File: src/lb_pkg.sv
`default_nettype none

package lb_pkg;

  // ------------------------------
  // Widths and sizes
  // ------------------------------

  // Data and address width
  localparam int unsigned XLEN = 64;

  // Entries in the circular buffer
  localparam int unsigned LB_DEPTH = 4;
  localparam int unsigned LB_IDX_W = $clog2(LB_DEPTH);

  // Reorder-buffer index width
  localparam int unsigned ROB_IDX_W = 5;

  // Byte position inside a doubleword
  localparam int unsigned BYTE_OFFS_W = $clog2(XLEN / 8);

  // ------------------------------
  // Types
  // ------------------------------

  typedef logic [XLEN-1:0]        data_t;
  typedef logic [XLEN-1:0]        addr_t;
  typedef logic [LB_IDX_W-1:0]    lb_idx_t;
  typedef logic [ROB_IDX_W-1:0]   rob_idx_t;
  typedef logic [BYTE_OFFS_W-1:0] byte_offs_t;

  // Load widths, U variants zero-extend
  typedef enum logic [2:0] {
    LD_B,
    LD_BU,
    LD_H,
    LD_HU,
    LD_W,
    LD_WU,
    LD_D
  } ld_width_t;

  // Per-entry state
  typedef enum logic [1:0] {
    LB_S_EMPTY,
    LB_S_MEM_REQ,
    LB_S_MEM_WAIT,
    LB_S_DONE
  } lb_state_t;

endpackage

`default_nettype wire

File: src/lb_entry_store.sv
`timescale 1ns/1ps
`default_nettype none

module lb_entry_store (
  input  logic               clk_i,
  input  logic               rst_ni,
  // Push from the issue stage
  input  logic               push_valid_i,
  output logic               push_ready_o,
  input  lb_pkg::ld_width_t  push_width_i,
  input  lb_pkg::addr_t      push_addr_i,
  input  lb_pkg::rob_idx_t   push_rob_idx_i,
  // Pop from writeback
  input  logic               pop_i,
  // Memory request
  output logic               mem_valid_o,
  input  logic               mem_ready_i,
  output lb_pkg::addr_t      mem_addr_o,
  output lb_pkg::lb_idx_t    mem_tag_o,
  // Memory response
  input  logic               mem_valid_i,
  input  lb_pkg::lb_idx_t    mem_tag_i,
  input  lb_pkg::data_t      mem_rdata_i,
  // Head entry
  output logic               head_valid_o,
  output lb_pkg::ld_width_t  head_width_o,
  output lb_pkg::byte_offs_t head_offs_o,
  output lb_pkg::data_t      head_data_o,
  output lb_pkg::rob_idx_t   head_rob_idx_o
);
  import lb_pkg::*;

  // ------------------------------
  // Entry array
  // ------------------------------

  ld_width_t width_q   [LB_DEPTH];
  addr_t     addr_q    [LB_DEPTH];
  rob_idx_t  rob_idx_q [LB_DEPTH];
  data_t     data_q    [LB_DEPTH];

  lb_state_t state_q   [LB_DEPTH];
  lb_state_t state_d   [LB_DEPTH];

  // Tail is next free slot, mem is next entry to request
  lb_idx_t tail_q;
  lb_idx_t head_q;
  lb_idx_t mem_q;

  logic push;
  logic mem_accept;

  assign push_ready_o = state_q[tail_q] == LB_S_EMPTY;
  assign push         = push_valid_i & push_ready_o;
  assign mem_accept   = mem_valid_o & mem_ready_i;

  // ------------------------------
  // Entry state machines
  // ------------------------------

  always_comb begin
    for (int i = 0; i < LB_DEPTH; i++) begin
      state_d[i] = state_q[i];
      case (state_q[i])
        LB_S_EMPTY: begin
          if (push && tail_q == lb_idx_t'(i)) begin
            state_d[i] = LB_S_MEM_REQ;
          end
        end
        LB_S_MEM_REQ: begin
          if (mem_accept && mem_q == lb_idx_t'(i)) begin
            state_d[i] = LB_S_MEM_WAIT;
          end
        end
        LB_S_MEM_WAIT: begin
          // Responses come back in any order
          if (mem_valid_i && mem_tag_i == lb_idx_t'(i)) begin
            state_d[i] = LB_S_DONE;
          end
        end
        LB_S_DONE: begin
          if (pop_i && head_q == lb_idx_t'(i)) begin
            state_d[i] = LB_S_EMPTY;
          end
        end
        default: state_d[i] = LB_S_EMPTY;
      endcase
    end
  end

  always_ff @(posedge clk_i or negedge rst_ni) begin
    if (!rst_ni) begin
      for (int i = 0; i < LB_DEPTH; i++) begin
        state_q[i] <= LB_S_EMPTY;
      end
    end else begin
      state_q <= state_d;
    end
  end

  // Pointers wrap on their own since depth is a power of two
  always_ff @(posedge clk_i or negedge rst_ni) begin
    if (!rst_ni) begin
      tail_q <= '0;
      head_q <= '0;
      mem_q  <= '0;
    end else begin
      if (push) begin
        tail_q <= tail_q + lb_idx_t'(1);
      end
      if (pop_i) begin
        head_q <= head_q + lb_idx_t'(1);
      end
      if (mem_accept) begin
        mem_q <= mem_q + lb_idx_t'(1);
      end
    end
  end

  // Payload written on push, data on response
  always_ff @(posedge clk_i) begin
    if (push) begin
      width_q[tail_q]   <= push_width_i;
      addr_q[tail_q]    <= push_addr_i;
      rob_idx_q[tail_q] <= push_rob_idx_i;
    end
    if (mem_valid_i) begin
      data_q[mem_tag_i] <= mem_rdata_i;
    end
  end

  // ------------------------------
  // Outputs
  // ------------------------------

  // Requests in program order, always a whole doubleword
  assign mem_valid_o = state_q[mem_q] == LB_S_MEM_REQ;
  assign mem_addr_o  = {addr_q[mem_q][XLEN-1:BYTE_OFFS_W], {BYTE_OFFS_W{1'b0}}};
  assign mem_tag_o   = mem_q;

  assign head_valid_o   = state_q[head_q] == LB_S_DONE;
  assign head_width_o   = width_q[head_q];
  assign head_offs_o    = addr_q[head_q][BYTE_OFFS_W-1:0];
  assign head_data_o    = data_q[head_q];
  assign head_rob_idx_o = rob_idx_q[head_q];

  // Memory must only answer requests it has accepted
  a_resp_tag_waiting : assert property (@(posedge clk_i) disable iff (!rst_ni)
    mem_valid_i |-> state_q[mem_tag_i] == LB_S_MEM_WAIT)
    else $error("lb_entry_store: response tag %0d not waiting", mem_tag_i);

  // Writeback pops only a completed head
  a_pop_done : assert property (@(posedge clk_i) disable iff (!rst_ni)
    pop_i |-> state_q[head_q] == LB_S_DONE)
    else $error("lb_entry_store: pop of entry %0d not done", head_q);

endmodule

`default_nettype wire

File: src/lb_issue.sv
`timescale 1ns/1ps
`default_nettype none

module lb_issue (
  input  logic                clk_i,
  input  logic                rst_ni,
  // Issue port
  input  logic                issue_valid_i,
  output logic                issue_ready_o,
  input  lb_pkg::ld_width_t   issue_width_i,
  input  lb_pkg::data_t       issue_base_i,
  input  lb_pkg::data_t       issue_offs_i,
  input  lb_pkg::rob_idx_t    issue_rob_idx_i,
  // Push into the entry store
  output logic                push_valid_o,
  input  logic                push_ready_i,
  output lb_pkg::ld_width_t   push_width_o,
  output lb_pkg::addr_t       push_addr_o,
  output lb_pkg::rob_idx_t    push_rob_idx_o
);
  import lb_pkg::*;

  logic      stage_valid_q;
  ld_width_t stage_width_q;
  addr_t     stage_addr_q;
  rob_idx_t  stage_rob_idx_q;

  logic issue_fire;
  logic push_fire;
  logic addr_misaligned;

  assign push_fire     = stage_valid_q & push_ready_i;
  // Stage frees up in the same cycle it pushes
  assign issue_ready_o = ~stage_valid_q | push_fire;
  assign issue_fire    = issue_valid_i & issue_ready_o;

  always_ff @(posedge clk_i or negedge rst_ni) begin
    if (!rst_ni) begin
      stage_valid_q <= 1'b0;
    end else if (issue_fire) begin
      stage_valid_q <= 1'b1;
    end else if (push_fire) begin
      stage_valid_q <= 1'b0;
    end
  end

  // Effective address computed on entry
  always_ff @(posedge clk_i) begin
    if (issue_fire) begin
      stage_width_q   <= issue_width_i;
      stage_addr_q    <= issue_base_i + issue_offs_i;
      stage_rob_idx_q <= issue_rob_idx_i;
    end
  end

  assign push_valid_o   = stage_valid_q;
  assign push_width_o   = stage_width_q;
  assign push_addr_o    = stage_addr_q;
  assign push_rob_idx_o = stage_rob_idx_q;

  always_comb begin
    case (stage_width_q)
      LD_H, LD_HU: addr_misaligned = stage_addr_q[0];
      LD_W, LD_WU: addr_misaligned = |stage_addr_q[1:0];
      LD_D:        addr_misaligned = |stage_addr_q[2:0];
      default:     addr_misaligned = 1'b0;
    endcase
  end

  // Loads never cross a doubleword, the byte selector relies on it
  a_push_aligned : assert property (@(posedge clk_i) disable iff (!rst_ni)
    push_fire |-> !addr_misaligned)
    else $error("lb_issue: misaligned load pushed");

endmodule

`default_nettype wire

File: src/lb_writeback.sv
`timescale 1ns/1ps
`default_nettype none

module lb_writeback (
  // Head entry from the store
  input  logic               head_valid_i,
  input  lb_pkg::ld_width_t  head_width_i,
  input  lb_pkg::byte_offs_t head_offs_i,
  input  lb_pkg::data_t      head_data_i,
  input  lb_pkg::rob_idx_t   head_rob_idx_i,
  output logic               pop_o,
  // Result bus
  output logic               cdb_valid_o,
  input  logic               cdb_ready_i,
  output lb_pkg::rob_idx_t   cdb_rob_idx_o,
  output lb_pkg::data_t      cdb_value_o
);
  import lb_pkg::*;

  data_t shifted;

  // ------------------------------
  // Byte selector
  // ------------------------------

  // Addressed byte moved down to bit 0
  assign shifted = head_data_i >> {head_offs_i, 3'b000};

  always_comb begin
    case (head_width_i)
      LD_B: begin
        cdb_value_o = {{(XLEN - 8){shifted[7]}}, shifted[7:0]};
      end
      LD_BU: begin
        cdb_value_o = {{(XLEN - 8){1'b0}}, shifted[7:0]};
      end
      LD_H: begin
        cdb_value_o = {{(XLEN - 16){shifted[15]}}, shifted[15:0]};
      end
      LD_HU: begin
        cdb_value_o = {{(XLEN - 16){1'b0}}, shifted[15:0]};
      end
      LD_W: begin
        cdb_value_o = {{(XLEN - 32){shifted[31]}}, shifted[31:0]};
      end
      LD_WU: begin
        cdb_value_o = {{(XLEN - 32){1'b0}}, shifted[31:0]};
      end
      // Full doubleword, offset is zero here
      default: begin
        cdb_value_o = shifted;
      end
    endcase
  end

  // ------------------------------
  // Result bus handshake
  // ------------------------------

  assign cdb_valid_o   = head_valid_i;
  assign cdb_rob_idx_o = head_rob_idx_i;
  assign pop_o         = head_valid_i & cdb_ready_i;

endmodule

`default_nettype wire

File: src/load_buffer.sv
`timescale 1ns/1ps
`default_nettype none

module load_buffer (
  input  logic              clk_i,
  input  logic              rst_ni,
  // Issue
  input  logic              issue_valid_i,
  output logic              issue_ready_o,
  input  lb_pkg::ld_width_t issue_width_i,
  input  lb_pkg::data_t     issue_base_i,
  input  lb_pkg::data_t     issue_offs_i,
  input  lb_pkg::rob_idx_t  issue_rob_idx_i,
  // Result bus
  output logic              cdb_valid_o,
  input  logic              cdb_ready_i,
  output lb_pkg::rob_idx_t  cdb_rob_idx_o,
  output lb_pkg::data_t     cdb_value_o,
  // Memory request
  output logic              mem_valid_o,
  input  logic              mem_ready_i,
  output lb_pkg::addr_t     mem_addr_o,
  output lb_pkg::lb_idx_t   mem_tag_o,
  // Memory response
  input  logic              mem_valid_i,
  input  lb_pkg::lb_idx_t   mem_tag_i,
  input  lb_pkg::data_t     mem_rdata_i
);
  import lb_pkg::*;

  // Issue stage to store
  logic      push_valid;
  logic      push_ready;
  ld_width_t push_width;
  addr_t     push_addr;
  rob_idx_t  push_rob_idx;

  // Store to writeback
  logic       head_valid;
  ld_width_t  head_width;
  byte_offs_t head_offs;
  data_t      head_data;
  rob_idx_t   head_rob_idx;
  logic       pop;

  lb_issue u_issue (
    .clk_i           (clk_i),
    .rst_ni          (rst_ni),
    .issue_valid_i   (issue_valid_i),
    .issue_ready_o   (issue_ready_o),
    .issue_width_i   (issue_width_i),
    .issue_base_i    (issue_base_i),
    .issue_offs_i    (issue_offs_i),
    .issue_rob_idx_i (issue_rob_idx_i),
    .push_valid_o    (push_valid),
    .push_ready_i    (push_ready),
    .push_width_o    (push_width),
    .push_addr_o     (push_addr),
    .push_rob_idx_o  (push_rob_idx)
  );

  lb_entry_store u_entry_store (
    .clk_i          (clk_i),
    .rst_ni         (rst_ni),
    .push_valid_i   (push_valid),
    .push_ready_o   (push_ready),
    .push_width_i   (push_width),
    .push_addr_i    (push_addr),
    .push_rob_idx_i (push_rob_idx),
    .pop_i          (pop),
    .mem_valid_o    (mem_valid_o),
    .mem_ready_i    (mem_ready_i),
    .mem_addr_o     (mem_addr_o),
    .mem_tag_o      (mem_tag_o),
    .mem_valid_i    (mem_valid_i),
    .mem_tag_i      (mem_tag_i),
    .mem_rdata_i    (mem_rdata_i),
    .head_valid_o   (head_valid),
    .head_width_o   (head_width),
    .head_offs_o    (head_offs),
    .head_data_o    (head_data),
    .head_rob_idx_o (head_rob_idx)
  );

  lb_writeback u_writeback (
    .head_valid_i   (head_valid),
    .head_width_i   (head_width),
    .head_offs_i    (head_offs),
    .head_data_i    (head_data),
    .head_rob_idx_i (head_rob_idx),
    .pop_o          (pop),
    .cdb_valid_o    (cdb_valid_o),
    .cdb_ready_i    (cdb_ready_i),
    .cdb_rob_idx_o  (cdb_rob_idx_o),
    .cdb_value_o    (cdb_value_o)
  );

endmodule

`default_nettype wire

File: config.mk
export PLATFORM = sky130hd
export DESIGN_NAME = load_buffer
export DESIGN_NICKNAME = d
export VERILOG_FILES = /design/src/lb_pkg.sv /design/src/lb_entry_store.sv /design/src/lb_issue.sv /design/src/lb_writeback.sv /design/src/load_buffer.sv
export SDC_FILE = /design/constraint.sdc
export NUM_CORES = 1
export LEC_CHECK = 0
export ABC_AREA = 1
export BUFFER_PORTS_ARGS = -buffer_cell sky130_fd_sc_hd__buf_2
export CAP_MARGIN = 0
export CORE_MARGIN = 10
export CORE_UTILIZATION = 59
export CTS_CLUSTER_SIZE = 8
export DETAILED_ROUTE_END_ITERATION = 7
export GPL_TIMING_DRIVEN = 1
export PLACE_DENSITY_LB_ADDON = 0.15
export SYNTH_ARGS = -nofsm -noshare
export SYNTH_HDL_FRONTEND = slang
export SYNTH_HIERARCHICAL = 1
export SYNTH_SLANG_ARGS = --single-unit
File: constraint.sdc
create_clock -name clk_i -period 6.35 [get_ports clk_i]
set_input_delay 1.27 -clock clk_i [delete_from_list [all_inputs] [get_ports clk_i]]
set_output_delay 1.27 -clock clk_i [all_outputs]
set_load 0.02 [all_outputs]
# Word level (Yosys, flattened, before mapping)

Memories as Yosys holds them, arrays and structs flattened.
Cells that the tools add are included.

Order comparisons: 3
Multiplexer cells: 36
Shift-type cells: 1
Eq/ne operators: 47
Reduce and logical (&&, ||, !) cells: 31
$add $sub $neg: 4
Bitwise operators: 9

Operators by type and width:

| cell                                                             | count |
|---|---|
| 64-bit one-hot mux with 6 select lines                           | 1 |
| 64-bit adder                                                     | 1 |
| 64-bit by 6-bit >> shifter with 64-bit output                    | 1 |
| 2-bit two-way mux                                                | 22 |
| 2-bit == test (second input constant)                            | 17 |
| 2-bit by 1-bit != test with 1-bit output (second input constant) | 16 |
| 2-bit one-hot mux with 4 select lines                            | 4 |
| 2-bit by 1-bit == test with 1-bit output (second input constant) | 9 |
| 2-bit zero test                                                  | 9 |
| 1-bit logical AND                                                | 16 |
| 4-bit AND reduction                                              | 4 |
| 2-bit binary-select mux with 2-bit select                        | 3 |
| 3-bit greater-or-equal comparator (second input constant)        | 3 |
| 2-bit inverter with 3-bit output                                 | 3 |
| 2-bit by 1-bit adder with 2-bit output (second input constant)   | 3 |
| 3-bit by 2-bit == test with 1-bit output (second input constant) | 2 |
| 3-bit == test (second input constant)                            | 2 |
| 1-bit two-way mux                                                | 6 |
| 1-bit AND                                                        | 4 |
| 3-bit by 1-bit == test with 1-bit output (second input constant) | 1 |
| 3-bit zero test                                                  | 1 |
| 2-bit nonzero test                                               | 1 |
| 1-bit inverter                                                   | 1 |
| 1-bit OR                                                         | 1 |

RAM bits: 544
Memories kept: 4
Register bits after elaboration: 87
Word-level logic and storage cells: 146
Bits of input ports: 208

Memories:

| name                    | depth | width | read ports | clocked after Yosys merged registers in | write ports | line                 | source |
|---|---|---|---|---|---|---|---|
| u_entry_store.addr_q    | 4     | 64    | 2          | 0                                       | 1           | lb_entry_store.sv:38 | `addr_t addr_q [LB_DEPTH];` |
| u_entry_store.data_q    | 4     | 64    | 1          | 0                                       | 1           | lb_entry_store.sv:40 | `data_t data_q [LB_DEPTH];` |
| u_entry_store.rob_idx_q | 4     | 5     | 1          | 0                                       | 1           | lb_entry_store.sv:39 | `rob_idx_t rob_idx_q [LB_DEPTH];` |
| u_entry_store.width_q   | 4     | 3     | 1          | 0                                       | 1           | lb_entry_store.sv:37 | `ld_width_t width_q [LB_DEPTH];` |

# Depth between registers and ports, before layout

Depth after elaboration: 9
Mapped depth: 18
Depth with buffers taken out: 14

# Modules after synthesis

The synthesis kept the hierarchy.

By module, submodules not included:

| module         | sequential area each (um^2) | cells an instance | area each (um^2) | times used |
|---|---|---|---|---|
| lb_entry_store | 16686.0                     | 1481              | 21344.2          | 1 |
| lb_issue       | 2187.1                      | 1363              | 8146.6           | 1 |
| lb_writeback   | 0.0                         | 492               | 2427.3           | 1 |

# Worst setup path after synthesis

No wires, ideal clock.

Path type: input port to flip-flop
Start: in issue_valid_i
End: reg u_issue.stage_addr_q[0], in the netlist u_issue/push_addr_o[0], enable pin
Path slack: 1023 ps
Stages on the path: 2
Data required time: 5824 ps
Data arrival time: 4801 ps
Path buffers: 0
Cell sequence: inv_1 > a21oi_1

Word-level cells in the longest chain between the ends: 1

RTL lines:

| element                | line             | source |
|---|---|---|
| start, declared        | load_buffer.sv:8 | `input logic issue_valid_i,` |
| 1-bit AND              | lb_issue.sv:35   | `assign issue_fire = issue_valid_i & issue_ready_o;` |
| via u_issue.issue_fire | lb_issue.sv:28   | `logic issue_fire;` |
| end signal, assigned   | lb_issue.sv:51   | `stage_addr_q <= issue_base_i + issue_offs_i;` |
| end, declared          | lb_issue.sv:25   | `addr_t stage_addr_q;` |

The timed path passes the listed nets, and every way through them passes these cells.
A chain may end at the register's enable or synchronous reset.

# Worst setup path after layout

Start: reg u_entry_store.head_q[0]
End: out cdb_value_o[30]

Word-level cells in the longest chain between the ends: 3

RTL lines:

| element                                       | line                  | source |
|---|---|---|
| start, declared                               | lb_entry_store.sv:47  | `lb_idx_t head_q;` |
| start signal, assigned                        | lb_entry_store.sv:112 | `head_q <= head_q + lb_idx_t'(1);` |
| memory read 4 x 64 bit                        | --                    |  |
| via head_offs[0]                              | load_buffer.sv:41     | `byte_offs_t head_offs;` |
| 64-bit by 6-bit >> shifter with 64-bit output | lb_writeback.sv:27    | `assign shifted = head_data_i >> {head_offs_i, 3'b000};` |
| 64-bit one-hot mux with 6 select lines        | lb_writeback.sv:30    | `case (head_width_i)` |
| end, declared                                 | load_buffer.sv:18     | `output lb_pkg::data_t cdb_value_o,` |

The timed path passes the listed nets, and every way through them passes these cells.

==> impl_results.md <==
- All-Layer GR Usage: 29.1%
- Max Clk Rate: 171 MHz
- Status: finished clean
- Post-Syn Area: 31900 µm²
- Ratio of cells with drive above 1 in the final layout: 16.0%
- Placer congestion estimate: 0.957
- Placed cell areas: 34000 µm²
- Die Height: 253 µm
- DRT Wirelength: 94.4 mm
- Vias in the first global route: 25000
- Endpoints failing setup: 0
- Die ar.: 63800 µm²
- Post-synthesis area per instance: 9.57 µm²
- Antenna violations before repair: 8
- Grt total ovfl: 0
- Clock Skew: 0.0282 ns
- RSZ-0062 raised after global routing: no
- Most common cell after layout, fill and taps aside: nand2_1
- First-pass GRT wire length: 144 mm
- Most frequent cells in the layout: 827 x nand2_1, 616 x edfxtp_1, 392 x nor2_1
- Root Buffer: clkbuf_16
- Leakage power: 15.6 nW
- Reg-to-Reg End: u_entry_store/state_q[4]$_DFFE_PN0P_
- DR vias: 25100
- Synth Area in Adders: 3.63%
- Hold endpoint: u_entry_store/addr_q[1][41]$_DFFE_PP_
- R2R Setup Slk: 3.15 ns
- DRC violations left: 0
- Antenna viol nets, final: 0
- Cells after Synth: 3336
- Req. time, crit path: 5.08 ns
- Reg2reg start: u_entry_store/head_q[0]$_DFFE_PN0P_
- Largest area contributor in the netlist: edfxtp_1
- Core area: 53700 µm²
- Register bit total from synthesis: 631
- Share of the synthesized area in the top cell type: 58.0%
- H-tree depth: 3
- Worst IR drop on VDD: 0.000453 V
- Pin count of the biggest net entering global routing: 119
- Vias per Instance: 5.73
- Met2 Routed Length: 47.5 mm
- Post-synthesis mux area share: 0.0627%
- Area Growth Syn to Fin: 14.5%
- FF-to-FF path depth: 12
- Synth Warn #: 6
- Main combinational cell family by area after synthesis: simple AND/OR/NAND/NOR gates
- Worst rel slew slack: 15.2%
- Min-delay worst type: reg -> reg
- Worst min-delay path startpoint: u_issue/push_addr_o[41]$_DFFE_PP_
- Slew at the pin closest to its max-slew limit: 1.27 ns
- Synth Area in Simple Gates: 20.1%
- Initial core utilization: 59.4%
- Post-synthesis compound-gate area fraction: 9.41%
- # resized after CTS: 0
- CP arrival: 4.58 ns
- Fin Setup TNS: 0 ns
- Seq/Total Area, Yosys: 59.1%
- Crit Path Max Fanout: 60
- Sink Count: 631
- I/O pin cnt: 346
- Maximum clock path buffer count: 3
- Die width: 253 µm
- Fin. Hold Viols: 0
- Post-synth EDFFs: 616
- Final Cell Area: 36500 µm²
- DR iter-0 viols: 2250
- Buffers on Ports: 342
- CTS Buf Count: 89
- CTS tree: built
- Final Util: 68.0%
- Top Layer Used: met5
- Final period utilization: 92.1%
- Post-route minimum period: 5.85 ns
- Hold Crit Depth: 0
- Num rows: 85
- Detailed Place HPWL: 67.3 mm
- Worst Setup End Kind: output pin
- Pre-antenna DRT Iters: 5
- Routed wl met3: 6.23 mm
- Xor and xnor area share after synthesis: 0.960%
- Setup CP Type: reg -> out
- Drt wl/cell: 21.5 µm
- Worst skew pair latency: 0.63 ns
- Async SR Flop Fraction: 2.38%
- Setup Fix Bufs, Post-CTS: 0
- Slew Limit Fails: 0
- Final-stage net count: 3950
- Post-synthesis cell type count: 46
- Pwr Density: 542 nW/µm²
- Hold buffer count at CTS: 0
- Ys flop type: edfxtp_1
- M1 wire length: 38.3 mm
- Clock transition at path regs: 0.05 ns
- Startpoint Class: flop
- Largest cells by area after synthesis: edfxtp_1 58%, nand2_1 9.7%, o21ai_0 4.9%, nor2_1 4.6%, inv_1 4.2%
- Maxcap violations: 0
critical path, cell delays in order (launching register included):
cell and delay, ns:
dfrtp_4 0.57, inv_4 0.44, o21ai_0 0.25, o22ai_4 0.61, inv_4 0.43, nand2_1 0.19, nand3_1 0.12, nand3_1 0.15
nand3_2 0.51, nand2_2 0.28, inv_4 0.13, nand2_1 0.09, buf_2 0.16
layout make-up:
cell class / count / area (µm²)
clock buffer: 121 / 2370
timing repair buffer: 368 / 1910
antenna: 4 / 10.0
inverter: 364 / 1380
sequential: 631 / 18900
clock inverter: 7 / 164
tap: 696 / 871
fill: 4049 / 17200
multi-input combinational: 2196 / 11000
Yosys cell counts, types with 8 or more instances:
cell type and n:
o22ai_1 136, ha_1 91, nor2_2 14, edfxtp_1 616, o211ai_1 19, nand3_2 21, nor3_1 14, nand2_2 43
o21ai_0 311, buf_4 20, xor2_1 34, buf_2 48, nor2_1 393, inv_1 354, nand4_1 62, or2_2 8
dfrtp_1 15, clkbuf_1 66, o21ai_1 16, nand3_1 119, nand2_1 827, a21oi_1 56
sequential cells by signal, indices dropped and copies added, names as in the netlist:
register	count
u_entry_store/addr_q	256
u_entry_store/data_q	256
u_issue/push_addr_o	64
u_entry_store/rob_idx_q	20
u_entry_store/width_q	12
u_entry_store/state_q	8
u_issue/push_rob_idx_o	5
u_issue/push_width_o	3
u_entry_store/head_q	2
u_entry_store/mem_tag_o	2
u_entry_store/tail_q	2
u_issue/push_valid_o	1
layer usage:
metal / GRT usage, % / up-vias
li1: - / 11900
met1: 37.0 / 12100
met2: 50.3 / 995
met3: 4.52 / 139
met4: 9.21 / 4
met5: 0 / -
logic make-up (layout without fill, tap and decap cells):
family | count (synthesis) | count (layout)
AOI/OAI and AO/OA | 550 | 550
other | 1 | 7
adders and majority gates | 92 | 92
and+or+nand+nor | 1514 | 1514
xor gates and xnor gates | 35 | 35
muxes | 2 | 2
DFF | 631 | 631
buffers and inverters | 511 | 860
per-stage QoR:
step	setup slack, ns	hold WS (ns)	power (W)	cells
final	0.500	0.481	0.0198	4387
after global routing	0.174	0.501	0.0208	4384
after global placement	1.40	0.463	0.0153	4255
after CTS	0.525	0.484	0.0198	4383
after detailed placement	1.21	0.480	0.0155	4255
after floorplan	1.02	0.459	0.0123	3338
worst max path at each step:
stage / startpoint / to / slack (ns) / cells after the start
6_report: u_entry_store/head_q[0]$_DFFE_PN0P_ / cdb_value_o[30] / 0.50 / 12
5_1_grt: u_entry_store/head_q[0]$_DFFE_PN0P_ / cdb_value_o[30] / 0.17 / 12
4_1_cts: u_entry_store/head_q[0]$_DFFE_PN0P_ / cdb_value_o[30] / 0.52 / 12
3_5_place_dp: u_entry_store/head_q[0]$_DFFE_PN0P_ / cdb_value_o[30] / 1.21 / 12
3_3_place_gp: u_entry_store/head_q[0]$_DFFE_PN0P_ / cdb_value_o[29] / 1.40 / 12
2_1_floorplan: issue_valid_i / u_issue/push_addr_o[0]$_DFFE_PP_ / 1.02 / 2
power breakdown:
group / internal [W] / leakage, nW / switching [W]
sequential: 0.00574 / 5.84 / 0.000383
clock: 0.00261 / 1.21 / 0.00164
combinational: 0.00249 / 8.51 / 0.00692
total: 0.0108 / 15.6 / 0.00895
Power figures use the tool's default switching activity.
